**src/design/mapper_config.svh**
```systemverilog
// mapper sizes and timing constants shared by the design blocks
`ifndef MAPPER_CONFIG_SVH
`define MAPPER_CONFIG_SVH

// number of 8-bit mapper registers
`define MAP_NREGS 32

// number of decoded regions, also the width of active
`define MAP_NREGIONS 8

// clk cycles per cpu_cen pulse
`define MAP_CEN_DIV 4

// minimum clk cycles with bus_asn low during a mapper transfer
`define MAP_XFER_HOLD 7

`endif

```
**src/design/mapper_pkg.sv**
```systemverilog
// mapper types: register indexes, transfer commands, DTACK waits, transfer states
package mapper_pkg;

    typedef enum logic [4:0] {
        REG_DATA_HI   = 5'd0,
        REG_DATA_LO   = 5'd1,
        REG_SND_LATCH = 5'd3,
        REG_IPL       = 5'd4,
        REG_XFER_CMD  = 5'd5,
        REG_RD_ADDR_H = 5'd7,
        REG_RD_ADDR_M = 5'd8,
        REG_RD_ADDR_L = 5'd9,
        REG_WR_ADDR_H = 5'd10,
        REG_WR_ADDR_M = 5'd11,
        REG_WR_ADDR_L = 5'd12,
        REG_REGION0   = 5'd16   // 16..31 are size/wait and base pairs
    } reg_idx_e;

    typedef enum logic [1:0] {
        XFER_NONE  = 2'b00,
        XFER_WRITE = 2'b01,
        XFER_READ  = 2'b10,
        XFER_RSVD  = 2'b11
    } xfer_cmd_e;

    typedef enum logic [1:0] {
        WAIT_1   = 2'b00,
        WAIT_2   = 2'b01,
        WAIT_3   = 2'b10,
        WAIT_BUS = 2'b11   // hold until bus_busy drops
    } dtack_wait_e;

    typedef enum logic [2:0] {
        XS_IDLE,
        XS_REQUEST,
        XS_WAIT_IDLE,
        XS_OWN,
        XS_RELEASE
    } xfer_state_e;

endpackage

```
**src/design/bus_xfer.sv**
```systemverilog
// mapper-owned bus transfer with BR/BG/BGACK arbitration and board bus mux
`timescale 1ns/1ps
`include "mapper_config.svh"

module bus_xfer (
    input  logic                   clk,
    input  logic                   rst,
    input  logic                   cpu_cen,
    input  logic                   xfer_start,
    input  mapper_pkg::xfer_cmd_e  xfer_cmd,
    input  logic [23:1]            rd_addr,
    input  logic [23:1]            wr_addr,
    input  logic [15:0]            wr_data,
    input  logic [23:1]            addr,
    input  logic [15:0]            cpu_dout,
    input  logic [1:0]             cpu_dsn,
    input  logic                   cpu_asn,
    input  logic                   cpu_rnw,
    input  logic                   cpu_bgn,
    input  logic                   bus_busy,
    output logic                   cpu_brn,
    output logic                   cpu_bgackn,
    output logic [23:1]            addr_out,
    output logic [15:0]            bus_din,
    output logic                   bus_asn,
    output logic [1:0]             bus_dsn,
    output logic                   bus_rnw,
    output logic                   xfer_busy,
    output logic                   rd_done
);

    localparam int HW = $clog2(`MAP_XFER_HOLD);

    mapper_pkg::xfer_state_e state;
    logic [HW-1:0]           hold_cnt;
    logic                    is_read;   // latched at start
    logic                    own_bus;

    always_ff @(posedge clk) begin
        if (rst) begin
            state      <= mapper_pkg::XS_IDLE;
            cpu_brn    <= 1'b1;
            cpu_bgackn <= 1'b1;
            rd_done    <= 1'b0;
            is_read    <= 1'b0;
            hold_cnt   <= '0;
        end else begin
            rd_done <= 1'b0;
            case (state)
                mapper_pkg::XS_IDLE: if (xfer_start) begin
                    is_read <= xfer_cmd == mapper_pkg::XFER_READ;
                    state   <= mapper_pkg::XS_REQUEST;
                end
                mapper_pkg::XS_REQUEST: if (cpu_cen) begin
                    cpu_brn <= 1'b0;
                    state   <= mapper_pkg::XS_WAIT_IDLE;
                end
                mapper_pkg::XS_WAIT_IDLE: if (!cpu_bgn && cpu_asn) begin   // CPU let go
                    cpu_bgackn <= 1'b0;
                    cpu_brn    <= 1'b1;
                    hold_cnt   <= '0;
                    state      <= mapper_pkg::XS_OWN;
                end
                mapper_pkg::XS_OWN: begin
                    if (hold_cnt != HW'(`MAP_XFER_HOLD-1)) begin
                        hold_cnt <= hold_cnt + 1'b1;
                    end else if (!bus_busy) begin
                        rd_done <= is_read;
                        state   <= mapper_pkg::XS_RELEASE;
                    end
                end
                default: begin   // release, hand the bus back
                    cpu_bgackn <= 1'b1;
                    state      <= mapper_pkg::XS_IDLE;
                end
            endcase
        end
    end

    assign xfer_busy = state != mapper_pkg::XS_IDLE;
    assign own_bus   = state == mapper_pkg::XS_OWN || state == mapper_pkg::XS_RELEASE;

    assign addr_out = own_bus ? (is_read ? rd_addr : wr_addr) : addr;
    assign bus_din  = own_bus ? wr_data : cpu_dout;
    assign bus_asn  = own_bus ? state != mapper_pkg::XS_OWN : cpu_asn;
    assign bus_dsn  = own_bus ? 2'b00 : cpu_dsn;
    assign bus_rnw  = own_bus ? is_read : cpu_rnw;

    a_grant_order: assert property (@(posedge clk) disable iff (rst)
        $fell(cpu_bgackn) |-> $past(!cpu_bgn));

endmodule

```
**src/design/dtack_gen.sv**
```systemverilog
// CPU clock-enable divider and DTACK wait-step counter
`timescale 1ns/1ps
`include "mapper_config.svh"

module dtack_gen (
    input  logic                     clk,
    input  logic                     rst,
    input  logic                     cpu_asn,
    input  logic                     bus_busy,
    input  logic                     none,
    input  mapper_pkg::dtack_wait_e  dtack_wait,
    output logic                     cpu_cen,
    output logic                     cpu_dtackn
);

    localparam int DIV = `MAP_CEN_DIV;
    localparam int CW  = $clog2(DIV);

    logic [CW-1:0] cen_cnt;
    logic [1:0]    wait_cnt;
    logic [1:0]    need;   // cen pulses before DTACK

    always_ff @(posedge clk) begin
        if (rst) cen_cnt <= '0;
        else     cen_cnt <= cen_cnt == CW'(DIV-1) ? '0 : cen_cnt + 1'b1;
    end

    assign cpu_cen = cen_cnt == CW'(DIV-1);

    always_comb begin
        if (none) begin
            need = 2'd1;   // register or fast access
        end else begin
            case (dtack_wait)
                mapper_pkg::WAIT_2: need = 2'd2;
                mapper_pkg::WAIT_3: need = 2'd3;
                default:            need = 2'd1;   // WAIT_BUS relies on the busy hold
            endcase
        end
    end

    always_ff @(posedge clk) begin
        if (rst || cpu_asn) begin
            wait_cnt   <= 2'd0;
            cpu_dtackn <= 1'b1;
        end else if (cpu_dtackn && cpu_cen && !bus_busy) begin
            wait_cnt <= wait_cnt + 2'd1;
            if (wait_cnt + 2'd1 >= need) cpu_dtackn <= 1'b0;
        end
    end

    a_dtack_release: assert property (@(posedge clk) disable iff (rst)
        cpu_asn && !cpu_dtackn |=> cpu_dtackn);

endmodule

```
**src/design/mapper_regs.sv**
```systemverilog
// mapper register file with sound latch, interrupt level and transfer command decode
`timescale 1ns/1ps
`include "mapper_config.svh"

module mapper_regs (
    input  logic                   clk,
    input  logic                   rst,
    input  logic [5:1]             addr,       // register select
    input  logic [7:0]             cpu_dout,   // low data byte
    input  logic                   cpu_dsn,    // low byte strobe
    input  logic                   cpu_asn,
    input  logic                   cpu_rnw,
    input  logic                   none,
    input  logic                   int_ack,
    input  logic                   sndmap_rd,
    input  logic                   xfer_busy,
    input  logic                   rd_done,
    input  logic [15:0]            bus_dout,
    output logic [127:0]           region_cfg,
    output logic [23:1]            rd_addr,
    output logic [23:1]            wr_addr,
    output logic [15:0]            wr_data,
    output logic                   xfer_start,
    output mapper_pkg::xfer_cmd_e  xfer_cmd,
    output logic [2:0]             cpu_ipln,
    output logic [7:0]             sndmap_dout,
    output logic                   sndmap_pbf,
    output logic [15:0]            mapper_dout
);

    localparam int FIRST_REGION = int'(mapper_pkg::REG_REGION0);

    logic [7:0] mmr [`MAP_NREGS];
    logic       wren;
    logic       wren_l;
    logic       wr_edge;
    logic       cmd_ok;

    // writes only land in unmapped space
    assign wren    = none & ~cpu_asn & ~cpu_dsn & ~cpu_rnw;
    assign wr_edge = wren & ~wren_l;   // once per bus cycle
    assign cmd_ok  = cpu_dout[1:0] == mapper_pkg::XFER_WRITE ||
                     cpu_dout[1:0] == mapper_pkg::XFER_READ;

    always_ff @(posedge clk) begin
        if (rst) begin
            for (int i = 0; i < `MAP_NREGS; i++) begin
                mmr[i] <= 8'd0;
            end
            mmr[mapper_pkg::REG_IPL] <= 8'd7;   // no interrupt pending
            wren_l     <= 1'b0;
            sndmap_pbf <= 1'b0;
            xfer_start <= 1'b0;
        end else begin
            wren_l     <= wren;
            xfer_start <= 1'b0;
            if (sndmap_rd) sndmap_pbf <= 1'b0;
            if (wr_edge) begin
                mmr[addr] <= cpu_dout;
                if (addr == mapper_pkg::REG_SND_LATCH) sndmap_pbf <= 1'b1;
                // commands during a running transfer are dropped
                if (addr == mapper_pkg::REG_XFER_CMD && cmd_ok && !xfer_busy) begin
                    xfer_start <= 1'b1;
                end
            end
            if (rd_done) begin
                mmr[mapper_pkg::REG_DATA_HI] <= bus_dout[15:8];
                mmr[mapper_pkg::REG_DATA_LO] <= bus_dout[7:0];
            end
            if (int_ack) mmr[mapper_pkg::REG_IPL] <= 8'd7;   // ack clears the level
        end
    end

    // region pairs: even holds wait/size, odd holds base
    generate
        for (genvar k = 0; k < 16; k++) begin : g_cfg
            assign region_cfg[8*k +: 8] = mmr[FIRST_REGION + k];
        end
    endgenerate

    assign xfer_cmd    = mapper_pkg::xfer_cmd_e'(mmr[mapper_pkg::REG_XFER_CMD][1:0]);
    assign rd_addr     = {mmr[mapper_pkg::REG_RD_ADDR_H][6:0],
                          mmr[mapper_pkg::REG_RD_ADDR_M],
                          mmr[mapper_pkg::REG_RD_ADDR_L]};
    assign wr_addr     = {mmr[mapper_pkg::REG_WR_ADDR_H][6:0],
                          mmr[mapper_pkg::REG_WR_ADDR_M],
                          mmr[mapper_pkg::REG_WR_ADDR_L]};
    assign wr_data     = {mmr[mapper_pkg::REG_DATA_HI], mmr[mapper_pkg::REG_DATA_LO]};
    assign mapper_dout = wr_data;   // same pair, read back by the CPU
    assign cpu_ipln    = mmr[mapper_pkg::REG_IPL][2:0];
    assign sndmap_dout = mmr[mapper_pkg::REG_SND_LATCH];

endmodule

```
**src/design/region_decode.sv**
```systemverilog
// region decoder, base/size compare with lowest-index priority and wait select
`timescale 1ns/1ps
`include "mapper_config.svh"

module region_decode (
    input  logic [23:16]                  addr_out,   // only the top byte is compared
    input  logic [2:0]                    cpu_fc,
    input  logic                          cpu_asn,
    input  logic [16*`MAP_NREGIONS-1:0]   region_cfg,
    output logic [`MAP_NREGIONS-1:0]      active,
    output logic                          none,
    output logic                          int_ack,
    output mapper_pkg::dtack_wait_e       dtack_wait
);

    logic [`MAP_NREGIONS-1:0] hit;
    logic [`MAP_NREGIONS-1:0] first;
    logic [7:0]               ctrl;
    logic [7:0]               base;

    assign int_ack = cpu_fc == 3'd7 && !cpu_asn;

    always_comb begin
        hit = '0;
        for (int i = 0; i < `MAP_NREGIONS; i++) begin
            ctrl = region_cfg[16*i +: 8];
            base = region_cfg[16*i+8 +: 8];
            case (ctrl[1:0])
                2'd0:    hit[i] = addr_out[23:16] == base;        // 64 kB
                2'd1:    hit[i] = addr_out[23:17] == base[7:1];   // 128 kB
                2'd2:    hit[i] = addr_out[23:19] == base[7:3];   // 512 kB
                default: hit[i] = addr_out[23:21] == base[7:5];   // 2 MB
            endcase
        end
    end

    assign first  = hit & (~hit + 1'b1);   // keep lowest set bit
    assign active = int_ack ? '0 : first;
    assign none   = !int_ack && hit == '0;

    always_comb begin
        dtack_wait = mapper_pkg::WAIT_1;
        for (int i = 0; i < `MAP_NREGIONS; i++) begin
            if (active[i]) dtack_wait = mapper_pkg::dtack_wait_e'(region_cfg[16*i+2 +: 2]);
        end
    end

    always_comb begin
        assert ($onehot0(active)) else $error("active is not one-hot");
    end

endmodule

```
**src/design/sys_mapper.sv**
```systemverilog
// memory mapper top, joins decode, DTACK, registers and bus transfer
`timescale 1ns/1ps
`include "mapper_config.svh"

module sys_mapper (
    input  logic                      clk,
    input  logic                      rst,
    // main CPU
    input  logic [23:1]               addr,
    input  logic [15:0]               cpu_dout,
    input  logic [1:0]                cpu_dsn,
    input  logic                      cpu_asn,
    input  logic                      cpu_rnw,
    input  logic [2:0]                cpu_fc,
    input  logic                      cpu_bgn,
    output logic                      cpu_dtackn,
    output logic                      cpu_brn,
    output logic                      cpu_bgackn,
    output logic [2:0]                cpu_ipln,
    output logic                      cpu_cen,
    // board bus
    input  logic [15:0]               bus_dout,
    input  logic                      bus_cs,
    input  logic                      bus_busy,
    output logic [23:1]               addr_out,
    output logic [15:0]               bus_din,
    output logic                      bus_asn,
    output logic [1:0]                bus_dsn,
    output logic                      bus_rnw,
    output logic [`MAP_NREGIONS-1:0]  active,
    output logic                      none,
    output logic [15:0]               mapper_dout,
    // sound CPU
    input  logic                      sndmap_rd,
    output logic [7:0]                sndmap_dout,
    output logic                      sndmap_pbf
);

    logic [16*`MAP_NREGIONS-1:0] region_cfg;
    logic [23:1]                 rd_addr;
    logic [23:1]                 wr_addr;
    logic [15:0]                 wr_data;
    logic                        xfer_start;
    logic                        xfer_busy;
    logic                        rd_done;
    logic                        int_ack;
    mapper_pkg::xfer_cmd_e       xfer_cmd;
    mapper_pkg::dtack_wait_e     dtack_wait;

    region_decode u_decode (
        .addr_out   (addr_out[23:16]),
        .cpu_fc     (cpu_fc),
        .cpu_asn    (cpu_asn),
        .region_cfg (region_cfg),
        .active     (active),
        .none       (none),
        .int_ack    (int_ack),
        .dtack_wait (dtack_wait)
    );

    dtack_gen u_dtack (
        .clk        (clk),
        .rst        (rst),
        .cpu_asn    (cpu_asn),
        .bus_busy   (bus_busy),
        .none       (none | ~bus_cs),   // deselected board takes the short wait
        .dtack_wait (dtack_wait),
        .cpu_cen    (cpu_cen),
        .cpu_dtackn (cpu_dtackn)
    );

    mapper_regs u_regs (
        .clk         (clk),
        .rst         (rst),
        .addr        (addr[5:1]),
        .cpu_dout    (cpu_dout[7:0]),
        .cpu_dsn     (cpu_dsn[0]),
        .cpu_asn     (cpu_asn),
        .cpu_rnw     (cpu_rnw),
        .none        (none),
        .int_ack     (int_ack),
        .sndmap_rd   (sndmap_rd),
        .xfer_busy   (xfer_busy),
        .rd_done     (rd_done),
        .bus_dout    (bus_dout),
        .region_cfg  (region_cfg),
        .rd_addr     (rd_addr),
        .wr_addr     (wr_addr),
        .wr_data     (wr_data),
        .xfer_start  (xfer_start),
        .xfer_cmd    (xfer_cmd),
        .cpu_ipln    (cpu_ipln),
        .sndmap_dout (sndmap_dout),
        .sndmap_pbf  (sndmap_pbf),
        .mapper_dout (mapper_dout)
    );

    bus_xfer u_xfer (
        .clk        (clk),
        .rst        (rst),
        .cpu_cen    (cpu_cen),
        .xfer_start (xfer_start),
        .xfer_cmd   (xfer_cmd),
        .rd_addr    (rd_addr),
        .wr_addr    (wr_addr),
        .wr_data    (wr_data),
        .addr       (addr),
        .cpu_dout   (cpu_dout),
        .cpu_dsn    (cpu_dsn),
        .cpu_asn    (cpu_asn),
        .cpu_rnw    (cpu_rnw),
        .cpu_bgn    (cpu_bgn),
        .bus_busy   (bus_busy),
        .cpu_brn    (cpu_brn),
        .cpu_bgackn (cpu_bgackn),
        .addr_out   (addr_out),
        .bus_din    (bus_din),
        .bus_asn    (bus_asn),
        .bus_dsn    (bus_dsn),
        .bus_rnw    (bus_rnw),
        .xfer_busy  (xfer_busy),
        .rd_done    (rd_done)
    );

endmodule

```
**config.mk**
```make
export PLATFORM = sky130hd
export DESIGN_NAME = sys_mapper
export DESIGN_NICKNAME = d
export VERILOG_FILES = /design/src/design/mapper_pkg.sv /design/src/design/bus_xfer.sv /design/src/design/dtack_gen.sv /design/src/design/mapper_regs.sv /design/src/design/region_decode.sv /design/src/design/sys_mapper.sv
export VERILOG_INCLUDE_DIRS = /design/src /design/src/design
export SDC_FILE = /design/constraint.sdc
export NUM_CORES = 1
export LEC_CHECK = 0
export BUFFER_PORTS_ARGS = -buffer_cell sky130_fd_sc_hd__buf_4
export CORE_AREA = 4 4 170 155
export DETAILED_ROUTE_END_ITERATION = 10
export DIE_AREA = 0 0 174 159
export SYNTH_ARGS = -nofsm -noshare
export SYNTH_HDL_FRONTEND = slang
export SYNTH_HIERARCHICAL = 1
export SYNTH_SLANG_ARGS = --single-unit
```
**constraint.sdc**
```tcl
create_clock -name clk -period 11.9 [get_ports clk]
set_input_delay 2.975 -clock clk [delete_from_list [all_inputs] [get_ports clk]]
set_output_delay 2.975 -clock clk [all_outputs]
set_load 0.02 [all_outputs]
```
# ---- Word-level counts from Yosys, hierarchy flattened
# Memories as Yosys holds them, arrays and structs flattened.
# Cells that the tools add are included.
dict set report word_totals {
  register_bits 18
  memories 1
  ram_bits 256
  out_inout_bits 84
  inputBits 68
}
dict set report classes {
  muxes 61
  n_eq_ne 71
  n_lt_le_gt_ge 1
  bitwise_logic 25
  reduce_logical 39
  add_sub_neg 4
}
# name depth word_bits rd rd_clocked_by_memory_dff write_ports line
set mem_list {}
lappend mem_list {u_regs.mmr 32 8 27 0 32 mapper_regs.sv:33} ;# logic [7:0] mmr [`MAP_NREGS];
# cell count
set op_table {}
lappend op_table {{equality test 8 bit} 8}
lappend op_table {{equality test 7 bit} 8}
lappend op_table {{two-way mux 8 bit} 6}
lappend op_table {{two-way mux 23 bit} 2}
lappend op_table {{equality test 5 bit} 8}
lappend op_table {{equality test 2 bit (second input constant)} 12}
lappend op_table {{equality test 3 bit} 8}
lappend op_table {{case mux 1 bit (3 select lines)} 8}
lappend op_table {{two-way mux 1 bit} 21}
lappend op_table {{two-way mux 3 bit} 7}
lappend op_table {{equality test 2 x 1 -> 1 bit (second input constant)} 10}
lappend op_table {{two-way mux 2 bit} 10}
lappend op_table {{zero test 2 bit} 8}
lappend op_table {{two-way mux 16 bit} 1}
lappend op_table {{case mux 3 bit (4 select lines)} 1}
lappend op_table {{equality test 5 bit (second input constant)} 2}
lappend op_table {{inverter 1 bit} 10}
lappend op_table {{adder 8 x 1 -> 8 bit (second input constant)} 1}
lappend op_table {{bitwise AND 1 bit} 8}
lappend op_table {{bitwise AND 8 bit} 1}
lappend op_table {{zero test 8 bit} 1}
lappend op_table {{inequality test 2 bit (second input constant)} 4}
lappend op_table {{inverter 8 bit} 1}
lappend op_table {{OR reduction 8 bit} 1}
lappend op_table {{28 further kinds} 54}

# ---- Depth between registers and ports, before layout
# Gate-level depths: netlist of the first run.
dict set report depth {
  word_depth 22
  ltp_mapped 21
}

# ---- Hierarchy
# The synthesis of the first run kept the hierarchy.
# mod cells_each instances area_per_inst_um2 seq_area_each_um2
set by_module_without_submodules {}
lappend by_module_without_submodules {mapper_regs 602 1 8122.8 6155.9}
lappend by_module_without_submodules {bus_xfer 132 1 1323.8 200.2}
lappend by_module_without_submodules {region_decode 157 1 1211.2 0.0}
lappend by_module_without_submodules {dtack_gen 26 1 266.5 100.1}
lappend by_module_without_submodules {sys_mapper 1 1 6.3 0.0}

# ---- Worst setup path before layout of the first run
# No wires, ideal clock.
dict set report synth_timing {
  path_type {input -> output}
  from {in addr[16] (netlist bit)}
  to {out none}
  n_path_buf 1
  arrival_time_ps 5477
  cell_stages 8
  required_ps 8925
  path_slack_ps 3448
  path_cell_list {mux2_2 -> buf_6 -> xnor2_1 -> o211a_1 -> o211a_1 -> nor4_1 -> nand2_1 -> nor4b_1}
}
dict set report synth_between {
  elab_chain_len 5
  elab_cells_between_ends 19
}
# item line
set synth_rtl {}
lappend synth_rtl {{from (decl)} sys_mapper.sv:9} ;# input logic [23:1] addr,
lappend synth_rtl {{two-way mux 23 bit (*)} bus_xfer.sv:83} ;# assign addr_out = own_bus ? (is_read ? rd_addr : wr_addr) : addr;
lappend synth_rtl {{equality test 8 bit} region_decode.sv:29} ;# 2'd0: hit[i] = addr_out[23:16] == base;
lappend synth_rtl {{case mux 1 bit (3 select lines)} region_decode.sv:28} ;# case (ctrl[1:0])
lappend synth_rtl {{zero test 8 bit (*)} region_decode.sv:39} ;# assign none = !int_ack && hit == '0;
lappend synth_rtl {{logical AND 1 bit (*)} region_decode.sv:39}
lappend synth_rtl {{to (decl)} sys_mapper.sv:31} ;# output logic none,
# Mark *: on every way between the ends. The rest lies on a longest branch, timed or not.

# ---- Worst setup path after layout of the first run
# Same ends and word-level chain as after synthesis.

==> flow_metrics.py, run 1 <==
metrics = {
    "power_and_ir_drop": {
        "vdd_drop_max_mv": 0.08611,
        "p_int_w": 0.001127,
        "p_switching_w": 0.0003798,
        "leakage_nw": 4.330,
        "comb_power_share_pct": 10.5,
        "clock_power_share_pct": 39.5,
        "power.share.switching_pct": 25.20,
        "p_per_area_nw_per_um2": 129.6,
        "seqPwrFrac_pct": 50.0,
    },
    "clock_tree": {
        "hold_buffers": 0,
        "htreeDepth": 4,
        "cts_tree": "done",
        "cts_resized": 0,
        "clock_path_buffers": 2,
        "clock-sinks": 189,
        "clk_latency_ps": 440,
        "post_cts_buffers": 0,
        "cts_root_buffer": "clkbuf_16",
        "path_clk_slew_ps": 70,
        "cts_made_buffers": 17,
    },
    "timing": {
        "clock.fmax_ghz": 0.1100,
        "setup_tns_ps": 0,
        "max_slew_margin_pct": 20.75,
        "hold_ws_ps": 438.5,
        "finalHoldViolCount": 0,
        "setup_slack_ps": 2807,
        "min_period_over_period_pct": 76.42,
        "clock-skew-final_ps": 14.40,
        "min_period_ps": 9093,
        "setup_viol": 0,
        "slew_viol_final": 0,
        "rsz0062_at_grt": "no",
        "tightest_slew_ps": 1172,
    },
    "final_layout": {
        "diodes": 0,
        "stdcell_area_um2": 11630,
        "drive_above_1_share_pct": 28.03,
        "fill_cells": 2279,
        "syn_to_final_growth_pct": 18.11,
        "nNetsFinal": 1035,
        "final_cells": 1282,
    },
    "run_status": {
        "status": "complete, no violations",
    },
    "worst_setup_path": {
        "worstPathMaxFanout": 9,
        "arrival_ps": 6120,
        "path_class": "primary input to primary output",
        "cp.required_ps": 8930,
        "end_kind": "primary output",
        "worstSetupStartpointType": "primary input",
    },
    "routing": {
        "via_per_inst": 5.417,
        "antenna_left": 0,
        "drt_first_iter_violations": 651,
        "vias": 6945,
        "wirelength_mm": 27.64,
        "drc": 0,
        "drt_pre_antenna_iters": 5,
        "wl_per_cell_um": 21.56,
    },
    "floorplanning": {
        "core_um2": 24320,
        "io_pins": 152,
        "start_util_pct": 40.48,
        "row_count": 54,
        "die-area_um2": 27670,
        "die_w_um": 174,
        "die_h_um": 159,
    },
    "grt": {
        "grt_max_degree": 45,
        "grt_pass1_vias": 6887,
        "grt_first_pass_wirelength_mm": 41.34,
        "antenna_found_initial": 0,
        "grt_util_all_layers_pct": 19.68,
        "grt-ovfl-total": 0,
    },
    "placed_design": {
        "dp_hpwl_mm": 20.06,
        "io_buffers": 151,
        "post-place-ws_ps": 2850,
        "postPlaceCellArea_um2": 11010,
        "gp_congestion": 0.8314,
        "placed_cells": 1250,
    },
    "logic_synthesis": {
        "syn_area_um2": 9846,
        "synth.avg_cell_area_um2": 11.54,
        "yosysWarnings": 6,
        "syn_nets": 927,
        "synthCells": 853,
    },
    "worst_hold_path": {
        "hold_path_class": "flop to flop",
    },
    "run": {
        "maxCapViolations": 0,
    },
}
-- state kept, by name, indices dropped and copies added, names as in the netlist, 2 cells and up --
name	cells
u_xfer/hold_cnt	3
u_regs/mmr	171
u_xfer/state	3
u_dtack/cen_cnt	2
u_dtack/wait_cnt	2
-- routing by layer --
layer | vias up | part of all wire [%] | global-route usage (%)
met5 | - | 0 | 0
met1 | 3345 | 43 | 27.18
met4 | 0 | 2.2 | 5.362
met3 | 38 | 8.3 | 5.128
li1 | 3255 | - | -
met2 | 307 | 46 | 30.96
-- metrics by stage --
stage          utilization, %  power [W]
2_1_floorplan               -  0.0008613
4_1_cts                 47.81   0.001518
5_1_grt                 47.81   0.001560
6_report                47.81   0.001507
3_3_place_gp            45.25  0.0009254
3_5_place_dp            45.25  0.0009267
-- path summary, 6_finish.rpt --
path	end	depth (start not counted)	slack, ps	from
max	none	9	2810	addr[16]
min	u_dtack/cen_cnt[0]	1	440	u_dtack/cen_cnt[0]
max reg2reg	u_regs/mmr[12][0]	13	4730	u_xfer/state[1]
min reg2reg	u_dtack/cen_cnt[0]	1	440	u_dtack/cen_cnt[0]
-- placed cells by master, fill, tap and decap left out, drive strengths merged, types with 12 or more instances in the layout --
master,instances
buf,158
clkbuf,17
dfxtp,18
edfxtp,171
inv,30
mux2,63
nand2,67
nand3,15
nor2,147
nor2b,12
nor3,21
o21ai,21
o21bai,22
xnor2,40
xor2,28
-- worst max-delay path, cell delays in order --
cell and delay [ps]:
buf_4 100, mux2_2 390, xnor2_1 170, o211a_1 230
o211a_1 260, nor4_1 540, nand2_1 110, nor4b_1 1030
buf_4 300
-- power by group through the flow --
stage	Combinational [W]	Sequential (W)	Clock (W)
2_1_floorplan	0.0000914	0.000770	0
3_3_place_gp	0.000156	0.000769	0
3_5_place_dp	0.000158	0.000769	0
4_1_cts	0.000159	0.000754	0.000605
5_1_grt	0.000169	0.000756	0.000635
6_report	0.000158	0.000754	0.000595
-- final cells by class --
type / instances / area [µm²] / area share, %
Tap cell: 308 / 385.4 / 3.314
Clock inverter: 15 / 197.7 / 1.700
Timing Repair Buffer: 158 / 1186 / 10.20
Multi-Input combinational cell: 573 / 3856 / 33.16
Sequential cell: 189 / 5495 / 47.26
Inverter: 22 / 82.58 / 0.7101
Clock buffer: 17 / 425.4 / 3.658
Note: power is estimated with default switching activity, not from simulation.
==> inputs of run 2 (changes only) <==
Clock period 11.9 ns to 9.3 ns, I/O delays scaled along.
==> run 2 against run 1 <==
Hold slack got worse by 7.0 ps. Total power increased by 24%. Critical path depth increased by 1. Routed wire length increased by 0.14%. Clock skew decreased by 3.8 ps. Register-to-register slack got worse by 1700 ps. Largest cell class unchanged.
==> flow_metrics.py, run 2 (synthesis results as in run 1) <==
metrics = {
    "run_status": {
        "status": "complete, no violations",
    },
    "clock_tree": {
        "clk_latency_ps": 430,
        "clock_path_buffers": 2,
        "cts_resized": 0,
        "cts_tree": "done",
        "cts_root_buffer": "clkbuf_16",
        "cts_made_buffers": 17,
        "path_clk_slew_ps": 60,
        "post_cts_buffers": 0,
        "clock-sinks": 189,
        "hold_buffers": 0,
        "htreeDepth": 4,
    },
    "worst_setup_path": {
        "worst-path-buf-inv": 3,
        "worstReg2RegStart": "u_xfer/state[1]",
        "end_kind": "primary output",
        "cp.required_ps": 6980,
        "critPathMaxStageDelay_ps": 530,
        "reg2reg_slack_ps": 3020,
        "path_delay_family": "simple AND/OR/NAND/NOR gates",
        "worstPathMaxFanout": 9,
        "reg2reg_to": "u_regs/mmr[1][2]",
        "crit_path_frequent_cell": "buf_4",
        "crit_slowest_cell": "nor4_1",
        "path_class": "primary input to primary output",
        "worstSetupStartpointType": "primary input",
        "cp_cell_sequence": "buf_4 > mux2_2 > xnor2_1 > o211a_1 > o211a_1 > nor4_1 > nand2_1 > nor4b_1 > buf_4 > buf_4",
        "reg2reg_depth": 13,
        "arrival_ps": 4880,
    },
    "final_layout": {
        "largestRegisters": "u_regs/mmr (171), u_xfer/hold_cnt (3), u_xfer/state (3)",
        "layout_common_cells": "edfxtp_1, buf_4, nor2_1",
        "syn_to_final_growth_pct": 17.75,
        "final_cells": 1284,
        "multiInputGateArea_um2": 3856,
        "final_common_cell": "edfxtp_1",
        "top_register": "u_regs/mmr",
        "stdcell_area_um2": 11590,
        "seq_area_um2": 5495,
        "largest_reg_flops": 171,
        "fin_util_pct": 47.66,
        "diodes": 0,
        "drive_above_1_share_pct": 28.07,
        "fill_cells": 2210,
        "nNetsFinal": 1037,
    },
    "floorplanning": {
        "die_h_um": 159,
        "die-area_um2": 27670,
        "start_util_pct": 40.48,
        "io_pins": 152,
        "die_w_um": 174,
        "row_count": 54,
        "core_um2": 24320,
    },
    "timing": {
        "min_period_ps": 7202,
        "hold_ws_ps": 431.4,
        "rsz0062_at_grt": "no",
        "finalHoldViolCount": 0,
        "clock.fmax_ghz": 0.1389,
        "clock-skew-final_ps": 10.63,
        "min_period_over_period_pct": 77.44,
        "setup_viol": 0,
        "setup_tns_ps": 0,
        "tightest_slew_ps": 1129,
        "max_slew_margin_pct": 24.10,
        "slew_viol_final": 0,
    },
    "routing": {
        "drc": 0,
        "wl_per_cell_um": 21.56,
        "drt_pre_antenna_iters": 5,
        "antenna_left": 0,
        "drt_first_iter_violations": 694,
        "wirelength_mm": 27.68,
        "via_per_inst": 5.465,
        "vias": 7017,
    },
    "grt": {
        "use_met3_pct": 4.036,
        "grt-busiest-layer": "met2",
        "grt_util_all_layers_pct": 19.73,
        "grt-ovfl-total": 0,
        "grt_first_pass_wirelength_mm": 41.50,
        "antenna_found_initial": 0,
        "grt_pass1_vias": 6875,
        "grt_max_degree": 45,
        "grt_use_met2_pct": 31.30,
        "met1_usage_pct": 27.73,
    },
    "power_and_ir_drop": {
        "vdd_drop_max_mv": 0.1169,
        "leakage_nw": 4.322,
        "p_per_area_nw_per_um2": 161.8,
    },
    "placed_design": {
        "dp_hpwl_mm": 20.30,
        "placed_cells": 1252,
        "gp_congestion": 0.8272,
        "postPlaceCellArea_um2": 11020,
        "io_buffers": 151,
    },
    "worst_hold_path": {
        "hold_path_end": "u_dtack/cen_cnt[0]",
        "worstHoldStart": "u_dtack/cen_cnt[0]",
        "hold_path_class": "flop to flop",
        "hold_path_depth": 1,
    },
    "run": {
        "maxCapViolations": 0,
    },
}
==> run 2: stage by stage <==
step	setup slack (ps)	power [W]
final	2098	0.001876
after global routing	1860	0.001950
after CTS	2058	0.001887
after detailed placement	2024	0.001187
after global placement	2083	0.001184
after floorplan	2148	0.001102
==> run 2: worst reg2reg max path: cells and delay by family (launching register included) <==
family	cells	cell delay (ps)
AND/OR/NAND/NOR	6	2440
AO/OA/AOI/OAI	4	1980
multiplexers	1	520
XOR/XNOR	1	180
buffers and inverters	1	220
flip-flops	1	560
==> run 2: worst max-delay path by stage <==
| stage | start | end | slack [ps] | depth (start not counted) |
|---|---|---|---|---|
| floorplan | addr[16] | none | 2150 | 8 |
| global placement | addr[16] | none | 2080 | 10 |
| detailed placement | addr[16] | u_regs/mmr[1][6] | 2020 | 12 |
| CTS | addr[16] | none | 2060 | 10 |
| global route | addr[16] | none | 1860 | 10 |
| finish | addr[16] | none | 2100 | 10 |
==> run 2: area by class of cell <==
| class | instances | share of cell area [%] |
|---|---|---|
| flip-flops and latches | 189 | 47.40 |
| multi-input cells | 573 | 33.26 |
| repair buffers | 160 | 10.36 |
| clock buffers | 17 | 3.669 |
| well taps | 308 | 3.324 |
| clock inverters | 15 | 1.273 |
| inverters | 22 | 0.7123 |
==> run 2: report_power, final <==
| group | total, W | internal (W) | switching [W] |
|---|---|---|---|
| combinational | 0.000204 | 0.0000800 | 0.000124 |
| clock | 0.000708 | 0.000358 | 0.000350 |
| sequential | 0.000965 | 0.000952 | 0.0000129 |
==> run 2: per-layer routing <==
metal | wire length [µm] | up-vias
li1 | - | 3269
met5 | 0 | -
met3 | 1872 | 29
met4 | 449 | 0
met2 | 12980 | 287
met1 | 12380 | 3432
==> inputs of run 3 (changes only) <==
Settings changed: PLACE_DENSITY set to 0.67.
Clock period 9.3 ns to 6.2 ns, I/O delays scaled along.
==> run 3 against run 2 <==
Clock power rose by 55%. Final cell count increased by 1.6%. Global-route usage is 0.35 points lower. Sequential cell count did not move. Hold slack better by 6.4 ps. Die area unchanged. Clock skew grew 2.2 ps. Worst setup slack worse by 1800 ps. Largest cell class unchanged. Largest power group unchanged. Highest routed layer unchanged.
==> flow_metrics.py, run 3 (synthesis results as in run 1) <==
metrics = {
    "routing": {
        "drc": 0,
        "drt_first_iter_violations": 685,
        "vias": 7055,
        "drt_pre_antenna_iters": 5,
        "wl_per_cell_um": 20.73,
        "antenna_left": 0,
        "wirelength_mm": 27.03,
        "via_per_inst": 5.410,
    },
    "timing": {
        "rsz0062_at_grt": "no",
        "clock.fmax_ghz": 0.1708,
        "setup_viol": 0,
        "setup_tns_ps": 0,
        "finalHoldViolCount": 0,
        "min_period_ps": 5856,
        "min_period_over_period_pct": 94.45,
        "slew_viol_final": 0,
        "tightest_slew_ps": 951.8,
        "max_slew_margin_pct": 36.26,
        "clock-skew-final_ps": 12.80,
    },
    "power_and_ir_drop": {
        "p_per_area_nw_per_um2": 243.1,
        "vdd_drop_max_mv": 0.1833,
        "leakage_nw": 4.422,
    },
    "worst_setup_path": {
        "worstReg2RegStart": "u_xfer/state[1]",
        "cp.required_ps": 4650,
        "arrival_ps": 4310,
        "critPathMaxStageDelay_ps": 560,
        "worstPathMaxFanout": 11,
        "path_class": "flop to primary output",
        "cp_cell_sequence": "and2b_1 > a21boi_4 > mux2_2 > xnor2_1 > o211a_1 > o211a_1 > nor4_1 > nand2_1 > nor4b_1 > buf_4 > buf_4",
        "cp-startpoint": "u_xfer/state[1]",
        "end_kind": "primary output",
        "worstSetupStartpointType": "flop",
        "crit_slowest_cell": "dfxtp_1",
    },
    "worst_hold_path": {
        "worstHoldStart": "u_dtack/cen_cnt[0]",
        "hold_path_class": "flop to flop",
    },
    "floorplanning": {
        "io_pins": 152,
        "die-area_um2": 27670,
        "die_h_um": 159,
        "row_count": 54,
        "die_w_um": 174,
        "start_util_pct": 40.48,
        "core_um2": 24320,
    },
    "clock_tree": {
        "cts_resized": 0,
        "path_clk_slew_ps": 70,
        "cts_tree": "done",
        "post_cts_buffers": 0,
        "cts_root_buffer": "clkbuf_16",
        "htreeDepth": 4,
        "hold_buffers": 0,
        "clock_path_buffers": 2,
        "clk_latency_ps": 430,
        "clock-sinks": 189,
        "cts_made_buffers": 17,
    },
    "final_layout": {
        "syn_to_final_growth_pct": 19.57,
        "nNetsFinal": 1058,
        "largestRegisters": "u_regs/mmr (171), u_xfer/hold_cnt (3), u_xfer/state (3)",
        "stdcell_area_um2": 11770,
        "fin_util_pct": 48.40,
        "fill_cells": 2184,
        "drive_above_1_share_pct": 29.52,
        "final_common_cell": "buf_4",
        "top_register": "u_regs/mmr",
        "layout_common_cells": "buf_4, edfxtp_1, nor2_1",
        "largest_reg_flops": 171,
        "diodes": 0,
    },
    "grt": {
        "grt_first_pass_wirelength_mm": 41.29,
        "grt_max_degree": 45,
        "grt_util_all_layers_pct": 19.38,
        "antenna_found_initial": 1,
        "grt_pass1_vias": 6999,
        "grt-ovfl-total": 0,
    },
    "placed_design": {
        "io_buffers": 151,
        "dp_hpwl_mm": 20.25,
        "gp_congestion": 0.8898,
        "postPlaceCellArea_um2": 11180,
    },
    "run_status": {
        "status": "complete, no violations",
    },
    "run": {
        "maxCapViolations": 0,
    },
}
[run 3: final cells by class]
cell class,count,area [µm²],share of cell area [%]
Sequential cell,189,5495,46.68
Multi-Input combinational cell,573,3859,32.78
Timing Repair Buffer,181,1359,11.54
Clock buffer,18,429.2,3.645
Tap cell,308,385.4,3.273
Clock inverter,13,162.7,1.382
Inverter,22,82.58,0.7015
[run 3: worst max-delay path, delay by kind of cell, from the launching register on]
kind            cells  cell delay, ps
compound gates      3             970
xor+xnor            1             180
buf+inv             2             350
flops               1             560
mux                 1             540
simple gates        4            1270
[run 3: power breakdown]
part	switching, W	leakage (nW)	total [W]	internal (W)
logic	0.000187	2.24	0.000314	0.000128
registers	0.0000188	1.90	0.00145	0.00143
clock network	0.000467	0.285	0.00110	0.000635
[run 3: routing by layer]
| metal | vias to the layer above | global-route usage, % | part of all wire, % |
|---|---|---|---|
| li1 | 3299 | - | - |
| met1 | 3414 | 27.05 | 43 |
| met2 | 316 | 30.53 | 47 |
| met3 | 26 | 4.036 | 8.3 |
| met4 | 0 | 6.045 | 1.7 |
| met5 | - | 0 | 0 |
[run 3: per-stage QoR]
step	setup slack (ps)	power (W)	std cells	hold slack, ps
3_5_place_dp	623.9	0.001787	1273	425.3
3_3_place_gp	644.1	0.001783	1273	419.4
4_1_cts	349.7	0.002873	1304	437.2
2_1_floorplan	278.3	0.001653	853	404.7
6_report	343.9	0.002862	1304	437.8
5_1_grt	98.16	0.002955	1304	457.0
[run 3: final timing paths]
kind / depth (start not counted) / end / slack, ps
worst max-delay path: 11 / none / 340
worst min-delay path: 1 / u_dtack/cen_cnt[0] / 440
worst max register to register: 14 / u_regs/mmr[20][0] / 870
worst min register to register: 1 / u_dtack/cen_cnt[0] / 440
